File: config.mk
export PLATFORM = sky130hd
export DESIGN_NAME = csr_unit
export DESIGN_NICKNAME = d
export VERILOG_FILES = /design/src/hdl/csr_pkg.sv /design/src/hdl/csr_unit.sv /design/src/hdl/csr_writeback.sv /design/src/hdl/csr_regfile.sv /design/src/hdl/csr_decode.sv
export VERILOG_INCLUDE_DIRS = /design/src /design/src/hdl
export SDC_FILE = /design/constraint.sdc
export NUM_CORES = 1
export LEC_CHECK = 0
export BUFFER_PORTS_ARGS = -buffer_cell sky130_fd_sc_hd__buf_2
export CORE_ASPECT_RATIO = 0.9
export CORE_MARGIN = 2
export CORE_UTILIZATION = 55
export CTS_BUF_LIST = sky130_fd_sc_hd__clkbuf_16
export CTS_CLUSTER_SIZE = 24
export DETAILED_ROUTE_END_ITERATION = 8
export GPL_TIMING_DRIVEN = 0
export HOLD_SLACK_MARGIN = 0.03
export PLACE_DENSITY = 0.75
export SYNTH_ARGS = -nofsm -noshare
export SYNTH_HDL_FRONTEND = slang
export SYNTH_SLANG_ARGS = --single-unit
File: constraint.sdc
create_clock -name clock -period 6 [get_ports clock]
set_clock_uncertainty 0.1 [all_clocks]
set_input_delay 1.5 -clock clock [delete_from_list [all_inputs] [get_ports clock]]
set_output_delay 1.5 -clock clock [all_outputs]
set_load 0.02 [all_outputs]
File: src/hdl/csr_defs.svh
`ifndef CSR_DEFS_SVH
`define CSR_DEFS_SVH

// Machine-mode CSR addresses.
`define CSR_ADDR_MSTATUS	12'h300
`define CSR_ADDR_MTVEC		12'h305
`define CSR_ADDR_MEPC		12'h341
`define CSR_ADDR_MCAUSE		12'h342
`define CSR_ADDR_MVENDORID	12'hf11
`define CSR_ADDR_MARCHID	12'hf12

// SYSTEM opcode and funct3 encodings.
`define OPC_SYSTEM	7'b1110011
`define F3_PRIV		3'b000
`define F3_CSRRW	3'b001
`define F3_CSRRS	3'b010
`define F3_CSRRC	3'b011
`define F3_CSRRWI	3'b101
`define F3_CSRRSI	3'b110
`define F3_CSRRCI	3'b111

// PRIV group, told apart by funct7 and rs2.
`define F7_ECALL	7'b0000000
`define RS2_ECALL	5'd0
`define F7_MRET		7'b0011000
`define RS2_MRET	5'd2

`define CAUSE_ECALL_M	32'd11

`define MVENDORID_VAL	32'h0000_0a5a
`define MARCHID_VAL	32'h0000_0019
// MPP fixed at machine mode, MIE and MPIE clear.
`define MSTATUS_RESET	32'h0000_1800
`define MSTATUS_MIE_BIT		3
`define MSTATUS_MPIE_BIT	7

`endif
File: src/hdl/csr_pkg.sv
package csr_pkg;

	// CSR-form view of an instruction word.
	typedef struct packed {
		logic [11:0]	csr;
		logic [4:0]	rs1;
		logic [2:0]	funct3;
		logic [4:0]	rd;
		logic [6:0]	opcode;
	} csr_inst_csr_t;

	// PRIV-form view, used for ECALL and MRET.
	typedef struct packed {
		logic [6:0]	funct7;
		logic [4:0]	rs2;
		logic [4:0]	rs1;
		logic [2:0]	funct3;
		logic [4:0]	rd;
		logic [6:0]	opcode;
	} csr_inst_priv_t;

	// Top twelve bits are either a CSR address or funct7/rs2.
	typedef union packed {
		csr_inst_csr_t	csr;
		csr_inst_priv_t	priv;
	} csr_inst_u;

	typedef enum logic [2:0] {
		CSR_OP_NONE	= 3'd0,
		CSR_OP_WRITE	= 3'd1,
		CSR_OP_SET	= 3'd2,
		CSR_OP_CLEAR	= 3'd3,
		CSR_OP_ECALL	= 3'd4,
		CSR_OP_MRET	= 3'd5
	} csr_op_e;

	// Decode to regfile.
	typedef struct packed {
		logic		valid;
		csr_op_e	op;
		logic [11:0]	addr;
		logic [4:0]	rd;
		// rs1 data or zero-extended immediate.
		logic [31:0]	operand;
		// Set or clear with a zero source field.
		logic		no_write;
		logic [31:0]	pc;
	} csr_req_t;

	// Regfile to writeback.
	typedef struct packed {
		logic		valid;
		logic		rd_we;
		logic [4:0]	rd;
		logic [31:0]	old_val;
		logic		redirect;
		logic [31:0]	redirect_pc;
	} csr_resp_t;

endpackage

File: src/hdl/csr_unit.sv
`timescale 1ns/1ps

module csr_unit import csr_pkg::*; (
	input  logic		clock,
	input  logic		rst_n,
	input  logic		in_valid,
	input  csr_inst_u	inst,
	input  logic [31:0]	rs1_data,
	input  logic [31:0]	pc,
	output logic		rd_we,
	output logic [4:0]	rd_addr,
	output logic [31:0]	rd_data,
	output logic		redirect,
	output logic [31:0]	redirect_pc
);

	csr_req_t	req;
	csr_resp_t	resp;

	// Stage 1, registered request.
	csr_decode u_decode (
		.clock		(clock),
		.rst_n		(rst_n),
		.in_valid	(in_valid),
		.inst		(inst),
		.rs1_data	(rs1_data),
		.pc		(pc),
		.req		(req)
	);

	// Stage 2, CSR access and trap state.
	csr_regfile u_regfile (
		.clock	(clock),
		.rst_n	(rst_n),
		.req	(req),
		.resp	(resp)
	);

	csr_writeback u_writeback (
		.clock		(clock),
		.rst_n		(rst_n),
		.resp		(resp),
		.rd_we		(rd_we),
		.rd_addr	(rd_addr),
		.rd_data	(rd_data),
		.redirect	(redirect),
		.redirect_pc	(redirect_pc)
	);

endmodule

File: src/hdl/csr_writeback.sv
`timescale 1ns/1ps

module csr_writeback import csr_pkg::*; (
	input  logic		clock,
	input  logic		rst_n,
	input  csr_resp_t	resp,
	output logic		rd_we,
	output logic [4:0]	rd_addr,
	output logic [31:0]	rd_data,
	output logic		redirect,
	output logic [31:0]	redirect_pc
);

	// Enables, gated by the slot valid.
	always_ff @(posedge clock) begin
		if (!rst_n) begin
			rd_we <= 1'b0;
			redirect <= 1'b0;
		end else begin
			rd_we <= resp.valid && resp.rd_we;
			redirect <= resp.valid && resp.redirect;
		end
	end

	// Data fields keep their last value between valid slots.
	always_ff @(posedge clock) begin
		if (resp.valid) begin
			rd_addr <= resp.rd;
			rd_data <= resp.old_val;
			redirect_pc <= resp.redirect_pc;
		end
	end

endmodule

File: src/hdl/csr_regfile.sv
`timescale 1ns/1ps
`include "csr_defs.svh"

module csr_regfile import csr_pkg::*; (
	input  logic		clock,
	input  logic		rst_n,
	input  csr_req_t	req,
	output csr_resp_t	resp
);

	// Only MIE and MPIE of mstatus hold state.
	logic		mstatus_mie;
	logic		mstatus_mpie;
	logic [31:0]	mtvec;
	logic [31:0]	mepc;
	logic [31:0]	mcause;

	logic [31:0]	mstatus_val;
	logic [31:0]	old_val;
	logic [31:0]	new_val;
	logic		is_csr_op;
	logic		is_ecall;
	logic		is_mret;
	logic		wr_en;

	always_comb begin
		mstatus_val = `MSTATUS_RESET;
		mstatus_val[`MSTATUS_MIE_BIT] = mstatus_mie;
		mstatus_val[`MSTATUS_MPIE_BIT] = mstatus_mpie;
	end

	// Read side. Unknown addresses read as zero.
	always_comb begin
		case (req.addr)
			`CSR_ADDR_MSTATUS:	old_val = mstatus_val;
			`CSR_ADDR_MTVEC:	old_val = mtvec;
			`CSR_ADDR_MEPC:		old_val = mepc;
			`CSR_ADDR_MCAUSE:	old_val = mcause;
			`CSR_ADDR_MVENDORID:	old_val = `MVENDORID_VAL;
			`CSR_ADDR_MARCHID:	old_val = `MARCHID_VAL;
			default:		old_val = 32'd0;
		endcase
	end

	always_comb begin
		case (req.op)
			CSR_OP_WRITE:	new_val = req.operand;
			CSR_OP_SET:	new_val = old_val | req.operand;
			CSR_OP_CLEAR:	new_val = old_val & ~req.operand;
			default:	new_val = old_val;
		endcase
	end

	assign is_csr_op = (req.op == CSR_OP_WRITE) || (req.op == CSR_OP_SET) ||
			(req.op == CSR_OP_CLEAR);
	assign is_ecall = req.valid && (req.op == CSR_OP_ECALL);
	assign is_mret = req.valid && (req.op == CSR_OP_MRET);
	assign wr_en = req.valid && is_csr_op && !req.no_write;

	// State update. Writes to read-only or unknown addresses fall through.
	always_ff @(posedge clock) begin
		if (!rst_n) begin
			mstatus_mie <= 1'b0;
			mstatus_mpie <= 1'b0;
			mtvec <= 32'd0;
			mepc <= 32'd0;
			mcause <= 32'd0;
		end else if (is_ecall) begin
			mepc <= {req.pc[31:2], 2'b00};
			mcause <= `CAUSE_ECALL_M;
			mstatus_mpie <= mstatus_mie;
			mstatus_mie <= 1'b0;
		end else if (is_mret) begin
			mstatus_mie <= mstatus_mpie;
			mstatus_mpie <= 1'b1;
		end else if (wr_en) begin
			case (req.addr)
				`CSR_ADDR_MSTATUS: begin
					mstatus_mie <= new_val[`MSTATUS_MIE_BIT];
					mstatus_mpie <= new_val[`MSTATUS_MPIE_BIT];
				end
				`CSR_ADDR_MTVEC: begin
					mtvec <= new_val;
				end
				`CSR_ADDR_MEPC: begin
					// No compressed instructions, so mepc stays word aligned.
					mepc <= {new_val[31:2], 2'b00};
				end
				`CSR_ADDR_MCAUSE: begin
					mcause <= new_val;
				end
				default: begin
					mcause <= mcause;
				end
			endcase
		end
	end

	// Response to writeback.
	always_comb begin
		resp.valid = req.valid;
		resp.rd_we = req.valid && is_csr_op && (req.rd != 5'd0);
		resp.rd = req.rd;
		resp.old_val = old_val;
		resp.redirect = is_ecall || is_mret;
		// Direct mode, so the trap target ignores the mode bits.
		if (is_ecall) begin
			resp.redirect_pc = {mtvec[31:2], 2'b00};
		end else begin
			resp.redirect_pc = mepc;
		end
	end

endmodule

File: src/hdl/csr_decode.sv
`timescale 1ns/1ps
`include "csr_defs.svh"

module csr_decode import csr_pkg::*; (
	input  logic		clock,
	input  logic		rst_n,
	input  logic		in_valid,
	input  csr_inst_u	inst,
	input  logic [31:0]	rs1_data,
	input  logic [31:0]	pc,
	output csr_req_t	req
);

	csr_req_t	req_d;
	logic		is_system;
	logic		src_zero;
	logic [31:0]	zimm;

	assign is_system = (inst.csr.opcode == `OPC_SYSTEM);
	// Same field is x0 for register forms and a zero uimm for immediate forms.
	assign src_zero = (inst.csr.rs1 == 5'd0);
	assign zimm = {27'd0, inst.csr.rs1};

	always_comb begin
		req_d.valid = in_valid;
		req_d.op = CSR_OP_NONE;
		req_d.addr = inst.csr.csr;
		req_d.rd = inst.csr.rd;
		req_d.operand = rs1_data;
		req_d.no_write = 1'b0;
		req_d.pc = pc;
		if (is_system) begin
			case (inst.csr.funct3)
				`F3_CSRRW: begin
					req_d.op = CSR_OP_WRITE;
				end
				`F3_CSRRS: begin
					req_d.op = CSR_OP_SET;
					req_d.no_write = src_zero;
				end
				`F3_CSRRC: begin
					req_d.op = CSR_OP_CLEAR;
					req_d.no_write = src_zero;
				end
				`F3_CSRRWI: begin
					req_d.op = CSR_OP_WRITE;
					req_d.operand = zimm;
				end
				`F3_CSRRSI: begin
					req_d.op = CSR_OP_SET;
					req_d.operand = zimm;
					req_d.no_write = src_zero;
				end
				`F3_CSRRCI: begin
					req_d.op = CSR_OP_CLEAR;
					req_d.operand = zimm;
					req_d.no_write = src_zero;
				end
				`F3_PRIV: begin
					// ECALL and MRET share funct3, split on funct7 and rs2.
					if (inst.priv.funct7 == `F7_ECALL && inst.priv.rs2 == `RS2_ECALL) begin
						req_d.op = CSR_OP_ECALL;
					end else if (inst.priv.funct7 == `F7_MRET &&
							inst.priv.rs2 == `RS2_MRET) begin
						req_d.op = CSR_OP_MRET;
					end
				end
				default: begin
					req_d.op = CSR_OP_NONE;
				end
			endcase
		end
	end

	// Only the valid bit needs clearing, the rest is qualified by it.
	always_ff @(posedge clock) begin
		req <= req_d;
		if (!rst_n) begin
			req.valid <= 1'b0;
		end
	end

endmodule

==> results.py <==
metrics = {
    "synth": {
        "yosys-top-cells-area": "dfxtp_1, edfxtp_1, nand2_1, a21oi_1, nand3_1",
        "yosysTopAreaCell": "dfxtp_1",
        "avgSynthCellArea_um2": 9.63,
        "synth_top_flop_cell": "dfxtp_1",
        "synth_seq_area_share_pct": 54.4,
        "syn_area_um2": 10400,
        "synth_most_common_cell": "dfxtp_1",
        "synth_cell_types": 78,
        "synth-compound-area-share_pct": 19.5,
        "synthSimpleGateAreaFrac_pct": 20.7,
        "synth_seq_cells": 249,
        "syn_inst": 1079,
        "async_reset_ff_share_pct": 0,
        "synth_common_cells": "dfxtp_1, nand2_1, nor2_1, a21oi_1, nand3_1",
        "yosys.area_share.adder_pct": 0,
        "yosysWarnings": 0,
        "synth_top_family_by_area": "simple AND/OR/NAND/NOR gates",
        "synth.mux.area_fraction_pct": 0.831,
        "synth-edff-count": 67,
        "synth_top_area_share_pct": 35.1,
        "synthXorXnorAreaFrac_pct": 0.337,
    },
    "worst_hold_path": {
        "hp-class": "register to register",
        "whs_path_depth": 0,
        "hold_start": "u_decode.req[67]$_DFF_P_",
        "hold_path_end": "u_writeback.rd_addr[2]$_DFFE_PP_",
    },
    "critical_path": {
        "r2r_end": "u_writeback.redirect_pc[16]$_DFFE_PP_",
        "rrSetupSlack_ps": 2960,
        "r2r_start": "u_decode.req[85]$_SDFF_PN0_",
        "required_ps": 6260,
        "crit_arrival_ps": 3530,
        "worstSetupStartpointType": "input pin",
        "r2r.worst_path.cells": 6,
        "crit_fanout": 10,
        "end_kind": "register",
        "worst-setup-path-type": "input pin to register",
    },
    "pwr": {
        "vdd_ir_drop_max_v": 0.000233,
        "p_sw_mw": 0.789,
        "power_frac_clock_pct": 44.0,
        "totalPowerFinal_mw": 3.50,
        "power.internal_mw": 2.72,
        "p_seq_share_pct": 51.2,
        "swShare_pct": 22.5,
        "combPwrFrac_pct": 4.8,
        "p_leak_nw": 4.76,
        "power_density_nw_per_um2": 283,
    },
    "sta": {
        "rsz0062_at_grt": "false",
        "maxSlewHeadroom_pct": 15.1,
        "finalHoldViolCount": 0,
        "finalSetupViolations": 0,
        "final.setup.tns_ps": 0,
        "period_minus_slack_ps": 3270,
        "layout_setup_ws_ps": 2730,
        "slew_violations": 0,
        "tightest_slew_ps": 1260,
        "max_freq_ghz": 0.306,
        "fin_crit_sh_pct": 54.5,
    },
    "cells_and_area": {
        "area_growth_pct": 19.0,
        "final_area_um2": 12400,
        "n_fill_cell": 1556,
        "fin_nets": 1372,
        "drive_gt1_share_pct": 20.4,
        "diodes": 0,
    },
    "placed_design": {
        "place.gp.congestion": 0.993,
        "pre_cts_slack_ps": 2300,
        "portBuffers": 165,
        "dp_hpwl_um": 23200,
        "postPlaceCellArea_um2": 11600,
    },
    "cts": {
        "cts_tree": "yes",
        "path_clk_slew_ps": 60,
        "cts_buffer_depth": 3,
        "htreeDepth": 1,
        "clock_latency_ps": 530,
        "cts_sinks": 249,
        "cts_hold_buf": 0,
        "numCtsBuffers": 25,
        "root_buffer": "clkbuf_16",
        "cts_resized": 0,
        "post-cts-setup-buffers": 0,
    },
    "grt": {
        "grt_pass1_wl_um": 50900,
        "grt_pass1_vias": 9182,
        "grtUsageTotal_pct": 33.2,
        "grt_antenna_before_repair": 0,
        "grt-ovfl-total": 0,
        "grt_max_degree": 59,
    },
    "routing": {
        "routed_wl_um": 33800,
        "viasPerCell": 6.36,
        "routedWlPerCell_um": 22.0,
        "vias": 9771,
        "ant_nets": 0,
        "firstDrtPassIters": 5,
        "post-route-drc-count": 0,
        "drt_iter0_drc": 1322,
    },
    "die": {
        "start_util_pct": 56.3,
        "dieWidth_um": 149,
        "ioPinCount": 170,
        "core_area_um2": 18500,
        "rows": 47,
        "die_y_um": 134,
        "dieArea_um2": 20000,
    },
    "run_status": {
        "status": "complete, no violations",
    },
    "job": {
        "maxCapViolCount": 0,
    },
}
[critical path, stage by stage]
cell      delay [ps]
buf_2             90
nand4b_1         140
or3_1            420
nor2_1           500
clkbuf_1         760
nor2b_1          110
[stage by stage]
step | hold WS, ps | cells | util [%]
after floorplan | 309 | 1080 | -
after global placement | 315 | 1490 | 62.4
after detailed placement | 322 | 1491 | 62.6
after CTS | 338 | 1536 | 67.0
after global routing | 349 | 1536 | 67.0
final | 337 | 1536 | 67.0
[per-layer routing]
metal	vias to the layer above	GRT usage, %	part of all wire, %
li1	4336	-	-
met3	136	7.62	12
met2	707	48.8	42
met1	4592	46.8	41
met5	-	0	0
met4	0	15.3	4.9
[power by group through the flow]
stage	logic, mW	clock network, mW	registers [mW]
after floorplan	0.0604	0	1.85
after global placement	0.154	0	1.84
after detailed placement	0.165	0	1.83
after CTS	0.166	1.55	1.79
after global routing	0.180	1.62	1.80
final	0.169	1.54	1.79
[kinds of logic after synthesis]
group / Yosys count
AOI/OAI and AO/OA: 297
muxes: 8
xor gates and xnor gates: 4
buffers and inverters: 97
other: 1
and+or+nand+nor: 423
DFF: 249
[final cells by class]
cell class	instances	area, um2	share of cell area [%]
Multi-Input combinational cell	734	4310	34.9
Clock inverter	20	174	1.41
Inverter	16	60.1	0.486
Tap cell	245	307	2.48
Clock buffer	25	626	5.06
Sequential cell	249	5660	45.8
Buffer	81	373	3.02
Timing Repair Buffer	166	853	6.90
[worst max-delay path by stage]
| stage | cells past startpoint | from | endpoint |
|---|---|---|---|
| finish | 6 | inst[2] | u_decode.req[45]$_DFF_P_ |
| global route | 6 | inst[2] | u_decode.req[44]$_DFF_P_ |
| CTS | 6 | inst[2] | u_decode.req[59]$_DFF_P_ |
| detailed placement | 6 | inst[2] | u_decode.req[54]$_DFF_P_ |
| global placement | 6 | u_decode.req[85]$_SDFF_PN0_ | u_writeback.redirect_pc[16]$_DFFE_PP_ |
| floorplan | 7 | u_decode.req[85]$_SDFF_PN0_ | u_writeback.redirect_pc[10]$_DFFE_PP_ |
[state kept, by name, indices dropped and copies added, names as in the netlist]
name and cells:
u_writeback.rd_data 32, u_writeback.rd_we 1, u_writeback.redirect_pc 30, u_regfile.mstatus_mpie 1, u_regfile.mstatus_mie 1, u_regfile.mcause 32
u_decode.req 84, u_writeback.rd_addr 5, u_regfile.mtvec 32, u_writeback.redirect 1, u_regfile.mepc 30
[placed cells by master, fill, tap and decap left out, types with 23 or more instances in the layout]
master / count
dfxtp_1: 181
a22oi_1: 23
a21oi_1: 71
edfxtp_1: 67
o21ai_0: 58
nor2b_1: 33
nand3_1: 70
nor2_1: 78
clkbuf_1: 49
nand2_1: 146
clkbuf_16: 25
buf_2: 187
(Power assumes the default switching activity.)
